`config.mk`:
```
export PLATFORM = sky130hd
export DESIGN_NAME = axi_addr_decode
export DESIGN_NICKNAME = d
export VERILOG_FILES = /design/src/hw/soc_bus_pkg.sv /design/src/hw/axi_addr_decode.sv
export SDC_FILE = /design/constraint.sdc
export NUM_CORES = 1
export LEC_CHECK = 0
export ABC_AREA = 1
export BUFFER_PORTS_ARGS = -buffer_cell sky130_fd_sc_hd__buf_2
export CAP_MARGIN = 0
export CELL_PAD_IN_SITES_DETAIL_PLACEMENT = 1
export CELL_PAD_IN_SITES_GLOBAL_PLACEMENT = 2
export CORE_MARGIN = 2
export CORE_UTILIZATION = 11
export CTS_CLUSTER_SIZE = 40
export DETAILED_ROUTE_END_ITERATION = 6
export PLACE_DENSITY = 0.8
export SKIP_CTS_REPAIR_TIMING = 1
export SYNTH_ARGS = -nofsm -noshare
export SYNTH_HDL_FRONTEND = slang
export SYNTH_SLANG_ARGS = --single-unit
```
`constraint.sdc`:
```
create_clock -name clk -period 1.5 [get_ports clk]
set_input_delay 0.225 -clock clk [delete_from_list [all_inputs] [get_ports clk]]
set_output_delay 0.225 -clock clk [all_outputs]
set_load 0.02 [all_outputs]
```
`src/hw/soc_bus_pkg.sv`:
```
// soc bus package: device select enum, axi response codes, peripheral address map
`default_nettype none

package soc_bus_pkg;

	// destination of a request, as picked by the address decoder
	typedef enum logic [1:0] {
		DEV_NONE  = 2'd0,	// unmapped or unsupported, crossbar answers
		DEV_SRAM  = 2'd1,
		DEV_UART  = 2'd2,
		DEV_CLINT = 2'd3
	} dev_t;

	// axi-lite response codes
	localparam logic [1:0] RESP_OKAY   = 2'b00;
	localparam logic [1:0] RESP_DECERR = 2'b11;

	// sram window starts here, size comes from SRAM_WORDS
	localparam logic [31:0] SRAM_BASE = 32'h8000_0000;

	// uart transmit holding register, write only
	localparam logic [31:0] UART_TX_ADDR = 32'ha000_03f8;

	// clint mtime halves, read only
	localparam logic [31:0] CLINT_MTIME_LO = 32'ha000_0048;
	localparam logic [31:0] CLINT_MTIME_HI = 32'ha000_004c;

endpackage

`default_nettype wire
```
`src/hw/axi_addr_decode.sv`:
```
// address decoder: read and write device select with a latch per open transaction
`default_nettype none

module axi_addr_decode import soc_bus_pkg::*; #(
	parameter int ADDR_LEN   = 32,
	parameter int SRAM_WORDS = 256
) (
	input  logic                clk,
	input  logic                rst_n_i,
	input  logic [ADDR_LEN-1:0] ar_addr_i,
	input  logic                ar_valid_i,
	input  logic                ar_ready_i,
	input  logic                r_valid_i,
	input  logic                r_ready_i,
	input  logic [ADDR_LEN-1:0] aw_addr_i,
	input  logic                aw_valid_i,
	input  logic                aw_ready_i,
	input  logic                b_valid_i,
	input  logic                b_ready_i,
	output dev_t                rd_dev_o,
	output dev_t                wr_dev_o
);

	localparam logic [ADDR_LEN-1:0] SRAM_LO = ADDR_LEN'(SRAM_BASE);
	localparam logic [ADDR_LEN-1:0] SRAM_HI = ADDR_LEN'(SRAM_BASE + SRAM_WORDS * 4);

	logic rd_busy, wr_busy;
	dev_t rd_sel_q, wr_sel_q;
	dev_t rd_now, wr_now;

	// uart is write only, clint read only
	function automatic dev_t decode(input logic [ADDR_LEN-1:0] addr, input logic is_wr);
		logic sram_hit;
		sram_hit = (addr >= SRAM_LO) && (addr < SRAM_HI);
		if (sram_hit)
			return DEV_SRAM;
		if (addr == ADDR_LEN'(UART_TX_ADDR))
			return is_wr ? DEV_UART : DEV_NONE;
		if (addr == ADDR_LEN'(CLINT_MTIME_LO) || addr == ADDR_LEN'(CLINT_MTIME_HI))
			return is_wr ? DEV_NONE : DEV_CLINT;
		return DEV_NONE;
	endfunction

	assign rd_now = decode(ar_addr_i, 1'b0);
	assign wr_now = decode(aw_addr_i, 1'b1);

	// follow the address while idle, frozen while a response is owed
	assign rd_dev_o = rd_busy ? rd_sel_q : rd_now;
	assign wr_dev_o = wr_busy ? wr_sel_q : wr_now;

	always_ff @(posedge clk) begin
		if (!rst_n_i) begin
			rd_busy  <= 1'b0;
			rd_sel_q <= DEV_NONE;
			wr_busy  <= 1'b0;
			wr_sel_q <= DEV_NONE;
		end else begin
			if (r_valid_i && r_ready_i) begin
				rd_busy <= 1'b0;	// response done, release
			end else if (ar_valid_i && ar_ready_i) begin
				rd_busy  <= 1'b1;
				rd_sel_q <= rd_now;
			end
			if (b_valid_i && b_ready_i) begin
				wr_busy <= 1'b0;
			end else if (aw_valid_i && aw_ready_i) begin
				wr_busy  <= 1'b1;
				wr_sel_q <= wr_now;
			end
		end
	end

endmodule

`default_nettype wire

```
==> run summary <==
In the layout the commonest cells are 75 x sky130_fd_sc_hd__buf_2, 31 x sky130_fd_sc_hd__nor2_1, 26 x sky130_fd_sc_hd__nand2_1. The post-synthesis net count is 182. For the switching power of the nets, the log shows 143 uW. In the routed design, unresolved DRC markers number 0. In this run the deepest clock path goes through 2 buffers. The total count of hold-check failures in the final report is 0.

The clock root buffer was sky130_fd_sc_hd__clkbuf_8. The delay of the slowest cell on the worst path was 0.23 ns; the proportion of synthesized chip area in sequential cells was 21.8%. The largest individual stage delay along the critical path comes from the cell sky130_fd_sc_hd__or2_1.

The maximum level of the CTS H-tree was 1; the final period demand of the worst path was 1.41 ns. The tightest hold path in the finished design has a slack of 0.261 ns. Static timing analysis puts the maximum clock frequency at 709 MHz. The tools report the final design instance area without fill as 0.00108 sq mm. The placeable core region was 0.00479 sq mm.

The cell depth of the worst flop-to-flop path came out at 2. The final critical path takes up 94.1% of the cycle. In this run the vertical extent of the chip is 74.8 um. TritonCTS built the clock tree. In this run the remaining antenna-violating nets after routing total 0.

The worst register-to-register path begins at rd_busy. The run gives 82.1% as the worst-case headroom to the max-slew limit. The tools report the count of inserted antenna diode cells as 0.

The measured slew at the worst slew-check pin is 0.268 ns, and the via count of the first global-routing pass is 882. In this run the horizontal extent of the chip is 74.8 um. The clock sink count was 6; the worst-case clock skew was 0 ns.

During placement, the flow inserted port buffers numbering 76. Dividing the detail-routed via count by the number of cells gives 3.64. The logs give 0 for the total number of yosys warnings and 242 uV for the worst-case vdd ir drop. The worst setup path category is in -> out.

Along the worst path, the maximum fanout reaches 2. Required time of the critical path: 1.27 ns. For this configuration, the core starts out at a cell density of 11.5%. The tools report the unique cell type count in the Yosys netlist as 15. For the initial antenna violation count, the log shows 0. In this run, CTS created clock tree buffers numbering 3. The tool flagged a number of max-cap violations equal to 0. The clock reaches the later pin of the worst-skew pair after 0.22 ns.

The first detailed-routing pass ran for 4 iterations. The internal power of the cells totals 433 uW. Synthesis produced 108 cells. In this run the power density over the cells is 532 mW/mm^2. After detailed routing, the average wire length per cell comes to 8.93 um. Routability-driven placement finished with a final weighted congestion of 0.773. Summing internal, switching and leakage power gives 576 uW. The row count was 25. Of the total power, combinational logic draws 26.6%. The final layout contains routed wiring with a total length of 2280 um. The final route contains 928 vias. Global routing used 7.97% of the available tracks across all layers. For the number of DRC markers after the initial detailed-route iteration, the log shows 11. The global-route wire length before repair is 3490 um, and the static leakage is 0.000601 uW. In this design, the critical path's most frequently occurring cell is sky130_fd_sc_hd__nand2_1. The run gives 0.00560 sq mm as the area of the die.

Setup violations remaining at the end of the flow were counted as 0. The fraction of power spent switching nets works out to 24.8%. The library cell used most frequently in the layout, excluding fill and tap cells, is sky130_fd_sc_hd__buf_2.

The element type at the critical path end was a primary output. The final number of max-transition violations was 0; the I/O pin count was 78. The total of flip-flops plus latches after synthesis was 6. The flow ran to the end, and the final reports show no timing, DRC or antenna violations.

The net count of the finished layout is 264. Launch point of the critical path: ar_addr_i[11]. The worst path meets setup with 0.0892 ns of slack.

The share of post-route cells with drive strength above 1 is 44.7%. The clock network burns 42.9% of the power. The run gives 1.19 ns as the arrival time of the worst setup path. The clock-pin slew on the worst setup and hold paths is 0.04 ns, and the overflow left after global routing is 0. Timing analysis after detailed placement gives a worst setup slack of 0.0552 ns. The average cell area after synthesis was 5.11 sq um. For this run, the number of standard cells in the final layout without fillers is 255.

The worst hold path was traced through 4 stages. The worst setup path is launched from an input pin. Setup repair after global routing could not meet its margin everywhere. The logs give 552 sq um for the area of the mapped netlist and 0.00102 sq mm for the instance area after placement. The critical path goes through buf_2, or2_1, nor2_2, nand2_1, nand2_1, nand3_1, nand2_1, nand2_1, nand2_1, buf_6. Type of the tightest min-delay check: in -> reg.

Hold path startpoint: r_ready_i. The HPWL after detailed placement is 2100 um. The fraction of power consumed by sequential logic came out at 30.5%.

In this run, placement finished with an instance count of 252. The growth of design area from synthesis to finish was 96.4%; the maximum number of pins on one net before global-route repair was 6.
flip-flops by register name (all words and copies together) (netlist names):
name,cells
rd_busy,1
rd_sel_q,2
wr_busy,1
wr_sel_q,2
metal layers:
metal | GRT usage, % | vias up | share of wire (%)
met5 | 0 | - | 0
met4 | 4.17 | 0 | 0.92
met3 | 2.01 | 2 | 4.5
met2 | 13.9 | 17 | 56
met1 | 8.86 | 405 | 39
li1 | - | 504 | -
path summary, 6_finish.rpt:
check             slack (ns)           to
hold reg to reg         0.52      rd_busy
setup / recovery        0.09  rd_dev_o[0]
hold / removal          0.26      rd_busy
setup reg to reg        0.77      rd_busy
kinds of logic (layout without fill, tap and decap cells):
logic type	Yosys count	in the layout	synth area share, %
DFF	6	6	21.8
buffers and inverters	14	94	9.52
AOI/OAI and AO/OA	12	12	11.3
and+or+nand+nor	76	76	57.4
worst max-delay path, delay by kind of cell:
kind,cells,cell delay (ns)
buf+inv,2,0.22
simple gates,8,0.73
final cells by class:
cell class | instances | area (sq um)
Tap cell | 67 | 83.8
Clock buffer | 3 | 41.3
Inverter | 14 | 52.6
Sequential cell | 6 | 120
Fill cell | 648 | 3700
Timing Repair Buffer | 77 | 394
Multi-Input combinational cell | 88 | 392
metrics by stage:
stage          util (%)  TNS [ns]
2_1_floorplan         -         0
3_3_place_gp       21.4         0
3_5_place_dp       21.4         0
4_1_cts            22.2         0
5_1_grt            22.6   -0.0398
6_report           22.6         0
power by group through the flow:
stage          combinational (uW)  clock (uW)  sequential [uW]
2_1_floorplan                51.3           0              177
3_3_place_gp                  151           0              179
3_5_place_dp                  154           0              179
4_1_cts                       155         258              176
5_1_grt                       179         266              177
6_report                      153         247              176
synth_stat cells:
| library cell | count | area [sq um] |
|---|---|---|
| sky130_fd_sc_hd__nor2_1 | 32 | 120 |
| sky130_fd_sc_hd__nand2_1 | 26 | 97.6 |
| sky130_fd_sc_hd__inv_1 | 14 | 52.6 |
| sky130_fd_sc_hd__nand3_1 | 8 | 40.0 |
| sky130_fd_sc_hd__dfxtp_1 | 6 | 120 |
| sky130_fd_sc_hd__a21oi_1 | 4 | 20.0 |
| sky130_fd_sc_hd__nor3_1 | 4 | 20.0 |
| sky130_fd_sc_hd__o21ai_0 | 4 | 20.0 |
| sky130_fd_sc_hd__o21ai_1 | 3 | 15.0 |
| sky130_fd_sc_hd__nand4_1 | 2 | 12.5 |
| sky130_fd_sc_hd__a211oi_1 | 1 | 7.51 |
| sky130_fd_sc_hd__nor2_2 | 1 | 6.26 |
| sky130_fd_sc_hd__nor3b_1 | 1 | 7.51 |
| sky130_fd_sc_hd__or2_0 | 1 | 6.26 |
| sky130_fd_sc_hd__or2_1 | 1 | 6.26 |
(Power assumes the default switching activity.)
