**src/hw/soc_bus_pkg.sv**
```systemverilog
// soc bus package: device select enum, axi response codes, peripheral address map
`default_nettype none

package soc_bus_pkg;

	// destination of a request, as picked by the address decoder
	typedef enum logic [1:0] {
		DEV_NONE  = 2'd0,	// unmapped or unsupported, crossbar answers
		DEV_SRAM  = 2'd1,
		DEV_UART  = 2'd2,
		DEV_CLINT = 2'd3
	} dev_t;

	// axi-lite response codes
	localparam logic [1:0] RESP_OKAY   = 2'b00;
	localparam logic [1:0] RESP_DECERR = 2'b11;

	// sram window starts here, size comes from SRAM_WORDS
	localparam logic [31:0] SRAM_BASE = 32'h8000_0000;

	// uart transmit holding register, write only
	localparam logic [31:0] UART_TX_ADDR = 32'ha000_03f8;

	// clint mtime halves, read only
	localparam logic [31:0] CLINT_MTIME_LO = 32'ha000_0048;
	localparam logic [31:0] CLINT_MTIME_HI = 32'ha000_004c;

endpackage

`default_nettype wire
```
**src/hw/axi_xbar.sv**
```systemverilog
// axi-lite crossbar: steers cpu channels to sram, uart or clint, with a decerr responder
`default_nettype none

module axi_xbar import soc_bus_pkg::*; #(
	parameter int ADDR_LEN = 32,
	parameter int DATA_LEN = 32
) (
	input  logic                  clk,
	input  logic                  rst_n_i,
	// master side
	input  logic [ADDR_LEN-1:0]   cpu_ar_addr_i,
	input  logic                  cpu_ar_valid_i,
	output logic                  cpu_ar_ready_o,
	output logic [DATA_LEN-1:0]   cpu_r_data_o,
	output logic [1:0]            cpu_r_resp_o,
	output logic                  cpu_r_valid_o,
	input  logic                  cpu_r_ready_i,
	input  logic [ADDR_LEN-1:0]   cpu_aw_addr_i,
	input  logic                  cpu_aw_valid_i,
	output logic                  cpu_aw_ready_o,
	input  logic [DATA_LEN-1:0]   cpu_w_data_i,
	input  logic [DATA_LEN/8-1:0] cpu_w_strb_i,
	input  logic                  cpu_w_valid_i,
	output logic                  cpu_w_ready_o,
	output logic [1:0]            cpu_b_resp_o,
	output logic                  cpu_b_valid_o,
	input  logic                  cpu_b_ready_i,
	// selection from the decoder
	input  dev_t                  rd_dev_i,
	input  dev_t                  wr_dev_i,
	// sram
	output logic [ADDR_LEN-1:0]   sram_ar_addr_o,
	output logic                  sram_ar_valid_o,
	input  logic                  sram_ar_ready_i,
	input  logic [DATA_LEN-1:0]   sram_r_data_i,
	input  logic [1:0]            sram_r_resp_i,
	input  logic                  sram_r_valid_i,
	output logic                  sram_r_ready_o,
	output logic [ADDR_LEN-1:0]   sram_aw_addr_o,
	output logic                  sram_aw_valid_o,
	input  logic                  sram_aw_ready_i,
	output logic [DATA_LEN-1:0]   sram_w_data_o,
	output logic [DATA_LEN/8-1:0] sram_w_strb_o,
	output logic                  sram_w_valid_o,
	input  logic                  sram_w_ready_i,
	input  logic [1:0]            sram_b_resp_i,
	input  logic                  sram_b_valid_i,
	output logic                  sram_b_ready_o,
	// uart, write only
	output logic                  uart_aw_valid_o,
	input  logic                  uart_aw_ready_i,
	output logic [DATA_LEN-1:0]   uart_w_data_o,
	output logic                  uart_w_valid_o,
	input  logic                  uart_w_ready_i,
	input  logic [1:0]            uart_b_resp_i,
	input  logic                  uart_b_valid_i,
	output logic                  uart_b_ready_o,
	// clint, read only
	output logic [ADDR_LEN-1:0]   clint_ar_addr_o,
	output logic                  clint_ar_valid_o,
	input  logic                  clint_ar_ready_i,
	input  logic [DATA_LEN-1:0]   clint_r_data_i,
	input  logic [1:0]            clint_r_resp_i,
	input  logic                  clint_r_valid_i,
	output logic                  clint_r_ready_o
);

	logic rd_miss, wr_miss;		// nobody behind this address
	logic rd_err_q, wr_err_q;	// decerr response pending
	logic rd_err_hs, wr_err_hs;

	assign sram_ar_addr_o  = cpu_ar_addr_i;
	assign clint_ar_addr_o = cpu_ar_addr_i;
	assign sram_aw_addr_o  = cpu_aw_addr_i;
	assign sram_w_data_o   = cpu_w_data_i;
	assign sram_w_strb_o   = cpu_w_strb_i;
	assign uart_w_data_o   = cpu_w_data_i;

	// request valids and response readies go only to the selected slave
	assign sram_ar_valid_o  = cpu_ar_valid_i && (rd_dev_i == DEV_SRAM);
	assign sram_r_ready_o   = cpu_r_ready_i && (rd_dev_i == DEV_SRAM);
	assign clint_ar_valid_o = cpu_ar_valid_i && (rd_dev_i == DEV_CLINT);
	assign clint_r_ready_o  = cpu_r_ready_i && (rd_dev_i == DEV_CLINT);
	assign sram_aw_valid_o  = cpu_aw_valid_i && (wr_dev_i == DEV_SRAM);
	assign sram_w_valid_o   = cpu_w_valid_i && (wr_dev_i == DEV_SRAM);
	assign sram_b_ready_o   = cpu_b_ready_i && (wr_dev_i == DEV_SRAM);
	assign uart_aw_valid_o  = cpu_aw_valid_i && (wr_dev_i == DEV_UART);
	assign uart_w_valid_o   = cpu_w_valid_i && (wr_dev_i == DEV_UART);
	assign uart_b_ready_o   = cpu_b_ready_i && (wr_dev_i == DEV_UART);

	assign rd_miss   = !(rd_dev_i inside {DEV_SRAM, DEV_CLINT});
	assign wr_miss   = !(wr_dev_i inside {DEV_SRAM, DEV_UART});
	assign rd_err_hs = rd_miss && cpu_ar_valid_i && !rd_err_q;
	assign wr_err_hs = wr_miss && cpu_aw_valid_i && cpu_w_valid_i && !wr_err_q;

	always_ff @(posedge clk) begin
		if (!rst_n_i) begin
			rd_err_q <= 1'b0;
			wr_err_q <= 1'b0;
		end else begin
			if (rd_err_hs) begin
				rd_err_q <= 1'b1;
			end else if (cpu_r_ready_i) begin
				rd_err_q <= 1'b0;
			end
			if (wr_err_hs) begin
				wr_err_q <= 1'b1;
			end else if (cpu_b_ready_i) begin
				wr_err_q <= 1'b0;
			end
		end
	end

	always_comb begin
		cpu_ar_ready_o = rd_err_hs;
		cpu_r_data_o   = '0;		// decerr reads return zero
		cpu_r_resp_o   = RESP_DECERR;
		cpu_r_valid_o  = rd_err_q;
		case (rd_dev_i)
			DEV_SRAM: begin
				cpu_ar_ready_o = sram_ar_ready_i;
				cpu_r_data_o   = sram_r_data_i;
				cpu_r_resp_o   = sram_r_resp_i;
				cpu_r_valid_o  = sram_r_valid_i;
			end
			DEV_CLINT: begin
				cpu_ar_ready_o = clint_ar_ready_i;
				cpu_r_data_o   = clint_r_data_i;
				cpu_r_resp_o   = clint_r_resp_i;
				cpu_r_valid_o  = clint_r_valid_i;
			end
			default: ;
		endcase
	end

	always_comb begin
		cpu_aw_ready_o = wr_err_hs;	// aw and w taken together
		cpu_w_ready_o  = wr_err_hs;
		cpu_b_resp_o   = RESP_DECERR;
		cpu_b_valid_o  = wr_err_q;
		case (wr_dev_i)
			DEV_SRAM: begin
				cpu_aw_ready_o = sram_aw_ready_i;
				cpu_w_ready_o  = sram_w_ready_i;
				cpu_b_resp_o   = sram_b_resp_i;
				cpu_b_valid_o  = sram_b_valid_i;
			end
			DEV_UART: begin
				cpu_aw_ready_o = uart_aw_ready_i;
				cpu_w_ready_o  = uart_w_ready_i;
				cpu_b_resp_o   = uart_b_resp_i;
				cpu_b_valid_o  = uart_b_valid_i;
			end
			default: ;
		endcase
	end

endmodule

`default_nettype wire

```
**config.mk**
```make
export PLATFORM = sky130hd
export DESIGN_NAME = axi_xbar
export DESIGN_NICKNAME = d
export VERILOG_FILES = /design/src/hw/soc_bus_pkg.sv /design/src/hw/axi_xbar.sv
export SDC_FILE = /design/constraint.sdc
export NUM_CORES = 1
export LEC_CHECK = 0
export ABC_AREA = 0
export BUFFER_PORTS_ARGS = -buffer_cell sky130_fd_sc_hd__clkbuf_2
export CORE_AREA = 2 2 161 163
export DETAILED_ROUTE_END_ITERATION = 6
export DIE_AREA = 0 0 163 165
export SETUP_SLACK_MARGIN = 0.15
export SLEW_MARGIN = 10
export SYNTH_ARGS = -nofsm -noshare
export SYNTH_HDL_FRONTEND = slang
export SYNTH_SLANG_ARGS = --single-unit
```
**constraint.sdc**
```tcl
create_clock -name clk -period 1.6 [get_ports clk]
set_input_delay 0.24 -clock clk [delete_from_list [all_inputs] [get_ports clk]]
set_output_delay 0.24 -clock clk [all_outputs]
set_load 0.02 [all_outputs]
```
==> results.py <==
metrics = {
    "clock_network": {
        "clock_latency_ps": 220,
        "path_clk_slew_ps": 30,
        "clockBufferDepth": 2,
        "cts_buffers": 3,
        "cts_tree": "done",
        "cts_hold_buf": 0,
        "cts-htree-levels": 1,
        "cts_sinks": 2,
        "cts.root.buffer_cell": "clkbuf_16",
    },
    "floorplan": {
        "die_x_um": 163,
        "rows": 58,
        "io_pins": 408,
        "initial_utilization": 0.0846,
        "die-area_um2": 26900,
        "die_h_um": 165,
        "core_area_um2": 25000,
    },
    "synth": {
        "syn_area_per_cell_um2": 7.65,
        "async_flop_share": 0,
        "yosysTopAreaCellShare": 0.588,
        "yosysMostFrequentCell": "buf_4",
        "syn_area_um2": 2120,
        "synthCells": 277,
        "synth_enable_flop_cells": 0,
        "synthFlopType": "dfxtp_1",
        "synthDistinctLibCells": 27,
        "synth_area_leaders": "buf_4 59%, mux2i_1 17%, nor2b_1 9.7%",
        "synth_nets": 472,
        "ys_seq_area_frac": 0.0189,
        "synth-seq-cells": 2,
        "ys_top_cells_by_count": "166 x buf_4, 35 x mux2i_1, 33 x nor2b_1",
        "yosysWarningCount": 0,
        "synth.largest_area_cell": "buf_4",
    },
    "hold_path": {
        "min_path_cells": 2,
        "holdCritPathClass": "input port to register",
        "hold_path.startpoint": "rst_n_i",
        "min_to": "rd_err_q",
    },
    "timing": {
        "setup_viol": 0,
        "fin_crit_ps": 1430,
        "timing.fmax_ghz": 0.700,
        "tightestPinTransition_ps": 283,
        "timing.final.crit_share": 0.893,
        "tns_ps": 0,
        "hold_viol": 0,
        "rsz0062_at_grt": "true",
        "fin_worst_skew_ps": 0,
        "slew_headroom": 0.806,
        "drv_slew": 0,
        "layout_setup_ws_ps": 172,
        "holdWs_ps": 291,
    },
    "setup_path": {
        "slowest_stage": "mux2i_1",
        "slowest_delay_ps": 320,
        "critPathKind": "input port to output pin",
        "endpoint_kind": "output pin",
        "rr_startpoint": "wr_err_q",
        "r2r.worst_path.cells": 3,
        "start_kind": "input port",
        "cp.arrival_ps": 1190,
        "required_ps": 1360,
        "r2r-end": "wr_err_q",
        "cp_max_fo": 13,
        "critPathTopFamily": "buffers and inverters",
        "crit_chain": "buf_2, buf_12, mux2i_1, nor2b_1, clkbuf_2",
        "critPathBufInv": 3,
        "r2r_slack_ps": 680,
    },
    "finish": {
        "seqCellArea_um2": 40.0,
        "instances_no_fill": 590,
        "drive_gt1_frac": 0.618,
        "fillers": 2913,
        "nets": 456,
        "area_growth_pct": 3.25,
        "multi_input_area_um2": 807,
    },
    "power_and_ir_drop": {
        "power_mw": 0.989,
        "p_leak_nw": 1.12,
        "power.density_nw_per_um2": 452,
        "ir_drop_mv": 0.561,
    },
    "placement": {
        "numPortBuffers": 143,
        "preCtsSetupSlack_ps": 109,
        "finalWeightedCongestion": 0.773,
        "placedCellCount": 582,
        "hpwl_um": 7120,
    },
    "routing": {
        "vias": 1589,
        "drc_errors": 0,
        "first_pass_iters": 4,
        "wire_per_inst_um": 14.3,
        "routed_via_density": 2.69,
        "first_iter_violations": 25,
        "drt-total-wl_um": 8420,
        "postRouteAntennaNets": 0,
    },
    "grt": {
        "grt_use_total": 0.0544,
        "grt_pass1_wl_um": 10100,
        "grt_pass1_vias": 1475,
        "grt_antenna_before_repair": 0,
        "grt_max_degree": 26,
        "grt.overflow.total": 0,
    },
    "outcome": {
        "status": "finished, final reports clean",
    },
    "job": {
        "cap_violations": 0,
    },
}
==> area by class of cell <==
type                       count  area share
antenna                        1     0.00114
multi-input combinational     99       0.369
timing repair buffer         152       0.383
tap                          330       0.189
sequential                     2      0.0183
inverter                       3     0.00515
clock buffer                   3      0.0343
==> cells in the final DEF (no fill, tap or decap), types with 2 or more instances in the layout <==
cell       Yosys  final
mux2i_2        0      2
nor2b_1       33     33
buf_12         0      3
inv_1          3      3
a221o_1        2      2
and3_1         2      2
a21oi_1        2      2
mux2i_1       35     33
buf_4        166      5
nand2_1        2      2
dfxtp_1        2      2
buf_2          1      3
clkbuf_2       1    140
o21ai_0        2      2
and3b_1        2      2
and2_1         6      6
clkbuf_16      0      4
a22oi_1        2      2
==> layer usage <==
metal / routed length (µm) / part of all wire / global-route usage / up-vias
met3: 1220 / 0.14 / 0.0276 / 81
met5: 0 / 0 / 0 / -
met4: 785 / 0.093 / 0.0555 / 0
met2: 4030 / 0.48 / 0.0946 / 202
li1: - / - / - / 691
met1: 2390 / 0.28 / 0.0431 / 615
==> cell families (layout without fill, tap and decap cells) <==
kind of cell,Yosys count,in the layout,share of synthesized area
flip-flops,2,2,0.0189
other,0,1,0
AO/OA/AOI/OAI,12,12,0.0408
multiplexers,36,36,0.172
AND/OR/NAND/NOR,49,49,0.145
adder cells (fa/ha/maj),2,2,0.0118
buffers and inverters,176,158,0.611
==> stage by stage <==
stage | cell area [µm²] | util
final | 2190 | 0.0874
after global routing | 2180 | 0.0873
after CTS | 2140 | 0.0853
after detailed placement | 2030 | 0.0810
after global placement | 2030 | 0.0810
after floorplan | 2120 | -
==> registers in the layout, summed over array words and instances, names as in the netlist <==
register,count
wr_err_q,1
rd_err_q,1
==> power breakdown <==
group	switching, mW	internal [mW]	leakage, nW	total (mW)
Combinational	0.302	0.259	1.06	0.561
Clock	0.0552	0.318	0.0370	0.373
Sequential	0.00194	0.0529	0.0164	0.0549
==> worst max path at each step <==
stage | depth (start not counted) | slack, ps | end | start
floorplan | 3 | 240 | cpu_aw_ready_o | wr_dev_i[0]
detailed placement | 5 | 110 | cpu_r_data_o[28] | rd_dev_i[1]
global route | 5 | 140 | cpu_r_data_o[4] | rd_dev_i[1]
finish | 5 | 170 | cpu_r_data_o[26] | rd_dev_i[1]
global placement | 5 | 90 | cpu_r_data_o[28] | rd_dev_i[1]
CTS | 5 | 160 | cpu_r_data_o[26] | rd_dev_i[1]
==> what timing repair did <==
action	4_1_cts	5_1_grt
gates cloned	0	1
resized for setup	2	5
setup buffers	2	1
pin swaps	0	1
setup endpoints to repair	5	7
Power figures use the tool's default switching activity.
