### src/hw/soc_bus_pkg.sv
// soc bus package: device select enum, axi response codes, peripheral address map
`default_nettype none

package soc_bus_pkg;

	// destination of a request, as picked by the address decoder
	typedef enum logic [1:0] {
		DEV_NONE  = 2'd0,	// unmapped or unsupported, crossbar answers
		DEV_SRAM  = 2'd1,
		DEV_UART  = 2'd2,
		DEV_CLINT = 2'd3
	} dev_t;

	// axi-lite response codes
	localparam logic [1:0] RESP_OKAY   = 2'b00;
	localparam logic [1:0] RESP_DECERR = 2'b11;

	// sram window starts here, size comes from SRAM_WORDS
	localparam logic [31:0] SRAM_BASE = 32'h8000_0000;

	// uart transmit holding register, write only
	localparam logic [31:0] UART_TX_ADDR = 32'ha000_03f8;

	// clint mtime halves, read only
	localparam logic [31:0] CLINT_MTIME_LO = 32'ha000_0048;
	localparam logic [31:0] CLINT_MTIME_HI = 32'ha000_004c;

endpackage

`default_nettype wire
### src/hw/axi_uart.sv
// axi-lite uart transmit slave: low data byte out as a one-cycle strobe per write
`default_nettype none

module axi_uart import soc_bus_pkg::*; #(
	parameter int DATA_LEN = 32
) (
	input  logic                clk,
	input  logic                rst_n_i,
	input  logic                aw_valid_i,
	output logic                aw_ready_o,
	input  logic [DATA_LEN-1:0] w_data_i,
	input  logic                w_valid_i,
	output logic                w_ready_o,
	output logic [1:0]          b_resp_o,
	output logic                b_valid_o,
	input  logic                b_ready_i,
	output logic [7:0]          tx_data_o,
	output logic                tx_valid_o
);

	logic       wr_hs;
	logic       b_valid_q, tx_valid_q;
	logic [7:0] tx_data_q;

	assign aw_ready_o = aw_valid_i && w_valid_i && !b_valid_q;
	assign w_ready_o  = aw_ready_o;
	assign wr_hs      = aw_valid_i && aw_ready_o;

	assign b_resp_o   = RESP_OKAY;
	assign b_valid_o  = b_valid_q;
	assign tx_data_o  = tx_data_q;
	assign tx_valid_o = tx_valid_q;

	always_ff @(posedge clk) begin
		if (wr_hs) begin
			tx_data_q <= w_data_i[7:0];	// strobes ignored
		end
	end

	always_ff @(posedge clk) begin
		if (!rst_n_i) begin
			tx_valid_q <= 1'b0;
			b_valid_q  <= 1'b0;
		end else begin
			tx_valid_q <= wr_hs;	// single pulse, same cycle as b_valid
			if (wr_hs) begin
				b_valid_q <= 1'b1;
			end else if (b_ready_i) begin
				b_valid_q <= 1'b0;
			end
		end
	end

endmodule

`default_nettype wire

### config.mk
export PLATFORM = sky130hd
export DESIGN_NAME = axi_uart
export DESIGN_NICKNAME = d
export VERILOG_FILES = /design/src/hw/soc_bus_pkg.sv /design/src/hw/axi_uart.sv
export SDC_FILE = /design/constraint.sdc
export NUM_CORES = 1
export LEC_CHECK = 0
export ABC_CLOCK_PERIOD_IN_PS = 1200
export BUFFER_PORTS_ARGS = -buffer_cell sky130_fd_sc_hd__buf_2
export CORE_AREA = 2 2 39 41
export DETAILED_ROUTE_END_ITERATION = 8
export DIE_AREA = 0 0 41 43
export PLACE_DENSITY = 0.72
export SYNTH_ARGS = -nofsm -noshare
export SYNTH_HDL_FRONTEND = slang
export SYNTH_SLANG_ARGS = --single-unit
### constraint.sdc
create_clock -name clk -period 1.2 [get_ports clk]
set_input_delay 0 -clock clk [delete_from_list [all_inputs] [get_ports clk]]
set_output_delay 0 -clock clk [all_outputs]
set_load 0.05 [all_outputs]
==> results of run 1 <==
## how the worst min path moves through the flow
stage,to,depth (start not counted),startpoint,slack [ns]
2_1_floorplan,tx_data_o[0]$_DFFE_PP_,0,w_data_i[0],0.1
6_report,b_valid_o$_SDFFE_PN0P_,3,b_ready_i,0.06
4_1_cts,b_valid_o$_SDFFE_PN0P_,3,b_ready_i,0.05
3_5_place_dp,tx_data_o[3]$_DFFE_PP_,1,w_data_i[3],0.18
5_1_grt,b_valid_o$_SDFFE_PN0P_,3,b_ready_i,0.06
3_3_place_gp,tx_data_o[5]$_DFFE_PP_,1,w_data_i[5],0.18
## stage by stage
stage / power [mW] / area, µm²
global placement: 0.541 / 490
finish: 0.784 / 607
CTS: 0.798 / 607
global route: 0.827 / 607
detailed placement: 0.543 / 490
floorplan: 0.504 / 353
## layout by cell type (no fill, tap or decap)
master	instances
buf_2	24
dlygate4sd3_1	9
edfxtp_1	8
clkbuf_4	3
conb_1	2
and3b_1	1
and3b_2	1
nor2b_2	1
o21a_1	1
and2_1	1
dfxtp_2	1
clkbuf_1	1
buf_12	1
dfxtp_1	1
## layout make-up
class,instances,share of cell area [%]
Timing Repair Buffer,34,37.9
Tap cell,16,3.30
Multi-Input combinational cell,7,8.04
Sequential cell,10,46.4
Clock buffer,4,4.33
## worst max-delay path: cells and delay by family, from the launching register on
kind | cells | cell delay, ns
simple gates | 1 | 0.23
buf+inv | 1 | 0.26
flops | 1 | 0.32
## routing by layer
| metal | GRT usage (%) | part of all wire [%] | vias to the layer above |
|---|---|---|---|
| li1 | - | - | 133 |
| met1 | 8.78 | 37 | 127 |
| met2 | 14.7 | 49 | 24 |
| met3 | 4.71 | 14 | 0 |
| met4 | 6.00 | 0 | 0 |
| met5 | 0 | 0 | - |
## power breakdown
group	switching (mW)	internal [mW]	total (mW)
logic	0.103	0.0576	0.161
clock network	0.0986	0.128	0.226
registers	0.00418	0.392	0.397
## state kept, by name, summed over array words and instances, names as in the netlist
register	count
b_valid_o	1
tx_valid_o	1
tx_data_o	8
## cells by family (layout without fill, tap and decap cells)
group	count (synthesis)	in the layout	synth area share, %
DFF	10	10	80.6
and+or+nand+nor	4	4	9.71
buffers and inverters	3	38	6.47
other	1	2	1.08
AOI/OAI and AO/OA	1	1	2.16
## cell usage after synthesis
library cell	n
buf_4	3
nor2b_2	1
and3b_1	1
conb_1	1
dfxtp_1	2
and2_1	1
and3b_2	1
edfxtp_1	8
o21a_1	1
## timing repair
action / in CTS / in global routing
hold buffers: 9 / 0
endpoints found under the setup margin: 0 / 0
endpoints found under the hold margin: 10 / 0
==> key figures, run 1 <==
Run status
  • Outcome: finished, final reports clean

Yosys
  • Netlist Area Pre-Place: 348 µm²
  • Synth warnings: 0
  • Seq/Total Area, Yosys: 80.6%
  • Synth top area share: 69.1%
  • Mapped Cells: 19
  • Synthesized area per cell: about 18 µm²
  • Yosys cell types: 9
  • Synth area leader: edfxtp_1
  • Synthesized flop and latch total: 10
  • Synth top area cells: edfxtp_1 (69%), dfxtp_1 (12%), buf_4 (6.5%), and3b_2 (2.9%), and3b_1 (2.5%)

Final layout
  • Fin cells: 71
  • Nets: 93
  • Layout cells sized above 1: 56.4%
  • Area Growth Syn to Fin: 74.5%
  • Multi-input gate area: 48.8 µm²
  • # fillers: 130
  • Antenna Cells: 0
  • Storage cell area: 282 µm²
  • Util after Layout: a little over two fifths

Clocking
  • CTS H-Tree Depth: 1
  • CTS max path bufs: 2
  • Root Driver: clkbuf_4
  • Clock Pin Slew Worst Setup and Hold Paths: 0.06 ns
  • # Post-CTS Setup Buffers: 0
  • TritonCTS Buffers: 3
  • Sink Count: 10
  • TritonCTS clock tree: done
  • # resized after CTS: 0
  • Clock latency on the worst-skew pair: 0.25 ns

Floorplan
  • Initial Utilization: 25.1%
  • I/O pins: 51
  • Core Footprint: between 1000 and 1500 µm²
  • Die width: 41 µm
  • Die Y-Extent: ~43 µm
  • Row Count: 14
  • Die footprint: 1760 µm²

Setup path
  • Startpoint Class: flop
  • Reg-to-Reg End: tx_data_o[7]$_DFFE_PP_
  • Arrival time worst endpoint: 1.06 ns
  • CP cell instances: and3b_2 -> buf_2
  • Slowest cell delay on critical path: 0.32 ns
  • Slowest-stage cell, CP: dfxtp_2
  • Crit path launch: b_valid_o$_SDFFE_PN0P_
  • Crit Path Class: flop to output port
  • Reg-to-Reg Start: b_valid_o$_SDFFE_PN0P_
  • CP required: 1.20 ns
  • Maximum fanout along the worst path: 4
  • Crit end category: output port
  • Reg2Reg Depth: 2
  • Worst setup endpoint: w_ready_o
  • Flop-to-flop setup slack: 0.17 ns

STA
  • Post-route minimum period: 1.06 ns
  • Setup ws final: 0.141 ns
  • Unrepaired setup endpoints after global routing: false
  • Slew Viols, Final: 0
  • Final worst path period share: 88.2%
  • Setup Total Neg Slack: 0 ns
  • Worst Skew: 0.00174 ns
  • WHS: approximately 0.055 ns
  • Final hold vios: 0
  • Setup-failing EPs final: 0
  • Max Clk Rate: between 0.9 and 1 GHz

Routing
  • Final ANT Viol Nets: 0
  • Routed wire length per instance: between 9 and 10 µm
  • Vias per cell: roughly 4.0
  • DRC errors left: 0
  • DRT iter0 DRCs: 0
  • Via Count: around 280
  • Detailed-route wire length: 665 µm
  • Detailed Routing Iterations Pass 1: 1

Placed design
  • DPL Wire Length: 498 µm
  • PortBufs: 24
  • Final Wtd Congestion: 0.602
  • Pre-CTS setup slack: between 0.15 and 0.2 ns
  • Inst Count DP: 58

Power and ir drop
  • Lkg Pwr: about 0.28 nW
  • VDD IR-drop max: 0.000343 V
  • Power per cell area: 1290 nW/µm²

GRT
  • Initial antenna violation count: 0
  • Vias in the first global route: 270
  • GRT Util Overall: 9.28%
  • First-pass GRT wire length: 1040 µm
  • Total gr overflow: 0
  • Pin count of the biggest net entering global routing: 9

Min path
  • Worst Hold Class: primary input to flop

Flow run
  • Max Cap Viol: 0
(Power assumes the default switching activity.)
==> inputs of run 2 (changes only) <==
--- a/config.mk
+++ b/config.mk
@@ -11,6 +11,7 @@
 export DETAILED_ROUTE_END_ITERATION = 8
 export DIE_AREA = 0 0 41 43
 export PLACE_DENSITY = 0.72
+export REMOVE_ABC_BUFFERS = 1
 export SYNTH_ARGS = -nofsm -noshare
 export SYNTH_HDL_FRONTEND = slang
 export SYNTH_SLANG_ARGS = --single-unit
==> run 2 against run 1 <==
Net effect: via count shrank 6.0%; non-clock buffer count unchanged; critical path depth unchanged; design area grew 1.4%; core utilization grew 0.63 points; sequential power hardly changed; total power grew 8.0%; critical endpoint is now aw_ready_o.
==> key figures, run 2 (synthesis gave the netlist of run 1 again) <==
Setup path
  • CP bufs+invs: 1
  • Reg2Reg Depth: 2
  • CP delay by family, top: flip-flops
  • Startpoint Class: flop
  • Maximum fanout along the worst path: 4
  • Slowest-stage cell, CP: dfxtp_1
  • Crit end category: output port
  • CP required: roughly 1.2 ns
  • CP cell instances: and3b_2 -> buf_2
  • Critical Path Stages: 2
  • Crit Path Class: flop to output port
  • Slowest cell delay on critical path: approximately 0.33 ns
  • Arrival time worst endpoint: 1.07 ns

Routing
  • DRC errors left: 0
  • Met2 WL: 387 µm
  • Final ANT Viol Nets: 0
  • Top sig layer: met3
  • Detailed Routing Iterations Pass 1: 4
  • Detailed-route wire length: 800 µm
  • Via Count: 267
  • WL met1: 310 µm
  • DRT iter0 DRCs: 3
  • Routed wire length per instance: 11.3 µm
  • Vias per cell: 3.76
  • Routed met3 length: 103 µm

Final layout
  • Layout cells sized above 1: 56.4%
  • Area Growth Syn to Fin: 77.0%
  • Most frequent cells in the layout: buf_2 (24), dlygate4sd3_1 (9), edfxtp_1 (8)
  • Util after Layout: roughly 44%
  • Antenna Cells: 0
  • Commonest non-fill, non-tap cell in the layout: buf_2
  • Nets: 93
  • Max reg flops: 8

Flow run
  • Max Cap Viol: 0

Clocking
  • CTS H-Tree Depth: 1
  • TritonCTS clock tree: done
  • Root Driver: clkbuf_4
  • Clock Pin Slew Worst Setup and Hold Paths: ~0.06 ns
  • Sink Count: 10
  • # Post-CTS Setup Buffers: 0
  • TritonCTS Buffers: 3
  • CTS hold repair buffers: 9
  • # resized after CTS: 0
  • Clock latency on the worst-skew pair: roughly 0.26 ns
  • CTS max path bufs: 2

STA
  • Final worst path period share: 89.3%
  • Final hold vios: 0
  • Slew Viols, Final: 0
  • Setup ws final: about 0.13 ns
  • Worst Skew: 0.00620 ns
  • Unrepaired setup endpoints after global routing: false
  • Post-route minimum period: 1.07 ns
  • Max Clk Rate: slightly above 0.9 GHz
  • Setup Total Neg Slack: 0 ns
  • Setup-failing EPs final: 0

Floorplan
  • Die width: 41 µm
  • Initial Utilization: 25.1%
  • Die Y-Extent: about 43 µm
  • I/O pins: 51
  • Die footprint: 1760 µm²
  • Core Footprint: 1380 µm²
  • Row Count: 14

Power and ir drop
  • Power per cell area: between 1000 and 1500 nW/µm²
  • VDD IR-drop max: 0.000498 V
  • Lkg Pwr: 0.283 nW
  • Post-route total power: ~850 µW

GRT
  • Initial antenna violation count: 0
  • GRT Util Overall: 9.88%
  • First-pass GRT wire length: 1020 µm
  • Vias in the first global route: 246
  • Pin count of the biggest net entering global routing: 11
  • Total gr overflow: 0

Placed design
  • Pre-CTS setup slack: 0.208 ns
  • Final Wtd Congestion: 0.658
  • PortBufs: 24

Min path
  • Worst Hold Class: primary input to flop
  • Hold Path Stages: 3

Run status
  • Outcome: finished, final reports clean
[run 2: layout make-up]
class                           instances  area (µm²)
Tap cell                               16        20.0
Clock buffer                            4        36.3
Timing Repair Buffer                   34         230
Multi-Input combinational cell          7        48.8
Fill cell                             128         768
Sequential cell                        10         280
[run 2: power by group]
group          switching, mW  total, mW  internal (mW)
registers            0.00397      0.396          0.392
logic                  0.105      0.163         0.0578
clock network          0.104      0.288          0.184
[run 2: final timing paths]
kind	from	endpoint	slack, ns
setup reg to reg	b_valid_o$_SDFFE_PN0P_	tx_data_o[5]$_DFFE_PP_	0.20
setup / recovery	b_valid_o$_SDFFE_PN0P_	aw_ready_o	0.13
hold / removal	b_ready_i	b_valid_o$_SDFFE_PN0P_	0.05
hold reg to reg	b_valid_o$_SDFFE_PN0P_	b_valid_o$_SDFFE_PN0P_	0.62
[run 2: metrics by stage]
step	hold slack, ns	area, µm²	cells
2_1_floorplan	0.0989	329	17
3_3_place_gp	0.185	489	58
3_5_place_dp	0.185	489	58
4_1_cts	0.0404	616	71
5_1_grt	0.0385	616	71
6_report	0.0466	616	71
[run 2: metal layers]
layer,vias up,GRT usage [%]
li1,133,-
met3,0,4.71
met5,-,0
met1,109,8.08
met2,25,16.3
met4,0,8.00
[run 2: worst register-to-register path: stages, from the launching register on]
cell     delay [ns]
dfxtp_1        0.33
and3b_1        0.25
buf_12         0.13
==> inputs of run 3 (changes only) <==
--- a/config.mk
+++ b/config.mk
@@ -6,11 +6,10 @@
 export NUM_CORES = 1
 export LEC_CHECK = 0
 export ABC_CLOCK_PERIOD_IN_PS = 1200
-export BUFFER_PORTS_ARGS = -buffer_cell sky130_fd_sc_hd__buf_2
 export CORE_AREA = 2 2 39 41
 export DETAILED_ROUTE_END_ITERATION = 8
 export DIE_AREA = 0 0 41 43
-export PLACE_DENSITY = 0.72
+export DONT_BUFFER_PORTS = 1
 export REMOVE_ABC_BUFFERS = 1
 export SYNTH_ARGS = -nofsm -noshare
 export SYNTH_HDL_FRONTEND = slang
==> run 3 against run 2 <==
Net effect: via count down 24%; clock-buffer cell count down 1; first-iteration DRC count down 100%; design area down 18%; largest cell class unchanged.
==> key figures, run 3 (synthesis gave the netlist of run 1 again) <==
Floorplan
  • Core Footprint: 1380 µm²
  • I/O pins: 51
  • Die Y-Extent: 43 µm
  • Row Count: 14
  • Initial Utilization: 25.1%
  • Die width: 41 µm
  • Die footprint: approximately 1800 µm²

Setup path
  • CP required: 1.20 ns
  • Maximum fanout along the worst path: 3
  • Arrival time worst endpoint: approximately 1.2 ns
  • Crit end category: output port
  • Startpoint Class: flop
  • Crit Path Class: flop to output port
  • Reg2Reg Depth: 1

Placed design
  • PortBufs: 0
  • Area after DPL: around 380 µm²
  • Pre-CTS setup slack: approximately 0.081 ns
  • Final Wtd Congestion: 0.625

Run status
  • Outcome: finished, final reports clean

Final layout
  • Storage cell area: 282 µm²
  • Nets: 71
  • Commonest non-fill, non-tap cell in the layout: dlygate4sd3_1
  • Layout cells sized above 1: 28.1%
  • Post-route cell area: just over 500 µm²
  • Util after Layout: a little over a third
  • Max reg flops: 8
  • Multi-input gate area: approximately 50 µm²
  • # fillers: about 140
  • Most frequent cells in the layout: dlygate4sd3_1 (10), edfxtp_1 (8), clkbuf_4 (3)
  • Antenna Cells: 0
  • Area Growth Syn to Fin: 45.3%

GRT
  • Pin count of the biggest net entering global routing: 11
  • First-pass GRT wire length: 876 µm
  • Initial antenna violation count: 0
  • Vias in the first global route: between 200 and 250
  • Total gr overflow: 0
  • GRT Util Overall: 8.00%

STA
  • Slew Viols, Final: 0
  • Unrepaired setup endpoints after global routing: false
  • Max Clk Rate: roughly 0.86 GHz
  • Setup-failing EPs final: 0
  • Worst Skew: 0.00236 ns
  • Post-route minimum period: between 1 and 1.5 ns
  • Final worst path period share: 96.7%
  • Setup ws final: 0.0392 ns
  • WHS: 0.206 ns
  • Final hold vios: 0

Routing
  • Via Count: roughly 200
  • Met2 WL: 296 µm
  • Routed wire length per instance: 13.9 µm
  • Routed met3 length: 117 µm
  • Detailed-route wire length: roughly 670 µm
  • Top sig layer: met3
  • Final ANT Viol Nets: 0
  • DRC errors left: 0
  • Vias per cell: 4.25
  • DRT iter0 DRCs: 0
  • Detailed Routing Iterations Pass 1: 1
  • WL met1: 251 µm

Clocking
  • # Post-CTS Setup Buffers: 0
  • CTS H-Tree Depth: 1
  • Root Driver: clkbuf_4
  • TritonCTS clock tree: done
  • Clock Pin Slew Worst Setup and Hold Paths: about 0.060 ns
  • TritonCTS Buffers: 3
  • CTS max path bufs: 2
  • Sink Count: 10
  • Clock latency on the worst-skew pair: 0.25 ns

Power and ir drop
  • VDD IR-drop max: 0.000527 V
  • Power per cell area: 1480 nW/µm²
  • Lkg Pwr: roughly 0.19 nW

Min path
  • Worst Hold Class: primary input to flop
  • Hold Path Stages: 1

Flow run
  • Max Cap Viol: 0
[run 3: cell count changes in the layout (fill, tap and decap cells not counted), sizes merged]
cell         before  now
buf              25    2
clkbuf            4    3
dlygate4sd3       9   10
[run 3: per-layer routing]
layer,vias up,global-route usage (%)
li1,90,-
met1,87,5.96
met2,27,12.2
met3,0,8.38
met4,0,4.00
met5,-,0
[run 3: final cells by class]
class | instances | share of cell area, %
clock buffers | 3 | 4.46
multi-input cells | 7 | 9.90
flip-flops and latches | 10 | 55.7
well taps | 16 | 3.96
repair buffers | 12 | 26.0
[run 3: final timing paths]
kind	from	end	slack (ns)
worst max-delay path	b_valid_o$_SDFFE_PN0P_	w_ready_o	0.04
worst min register to register	b_valid_o$_SDFFE_PN0P_	b_valid_o$_SDFFE_PN0P_	0.77
worst max register to register	b_valid_o$_SDFFE_PN0P_	tx_data_o[4]$_DFFE_PP_	0.19
worst min-delay path	aw_valid_i	tx_data_o[3]$_DFFE_PP_	0.21
[run 3: stage by stage]
| stage | setup TNS [ns] | total power [mW] | cells |
|---|---|---|---|
| after floorplan | -0.677 | 0.496 | 17 |
| after global placement | 0 | 0.512 | 35 |
| after detailed placement | 0 | 0.513 | 35 |
| after CTS | 0 | 0.759 | 48 |
| after global routing | 0 | 0.778 | 48 |
| final | 0 | 0.749 | 48 |
[run 3: what timing repair did]
action	4_1_cts	5_1_grt
hold buffers	10	0
setup endpoints to repair	2	10
resized for setup	1	2
gates cloned	0	0
hold endpoints to repair	10	0
[run 3: critical path: stages (launching register included)]
cell and delay (ns):
dfxtp_2 0.32, buf_6 0.15, and3b_2 0.26, buf_12 0.17
[run 3: power breakdown]
part	switching (mW)	leakage [nW]	total, mW	internal, mW
clock network	0.0997	0.0138	0.215	0.115
logic	0.0513	0.0819	0.0903	0.0391
registers	0.0503	0.0915	0.444	0.394
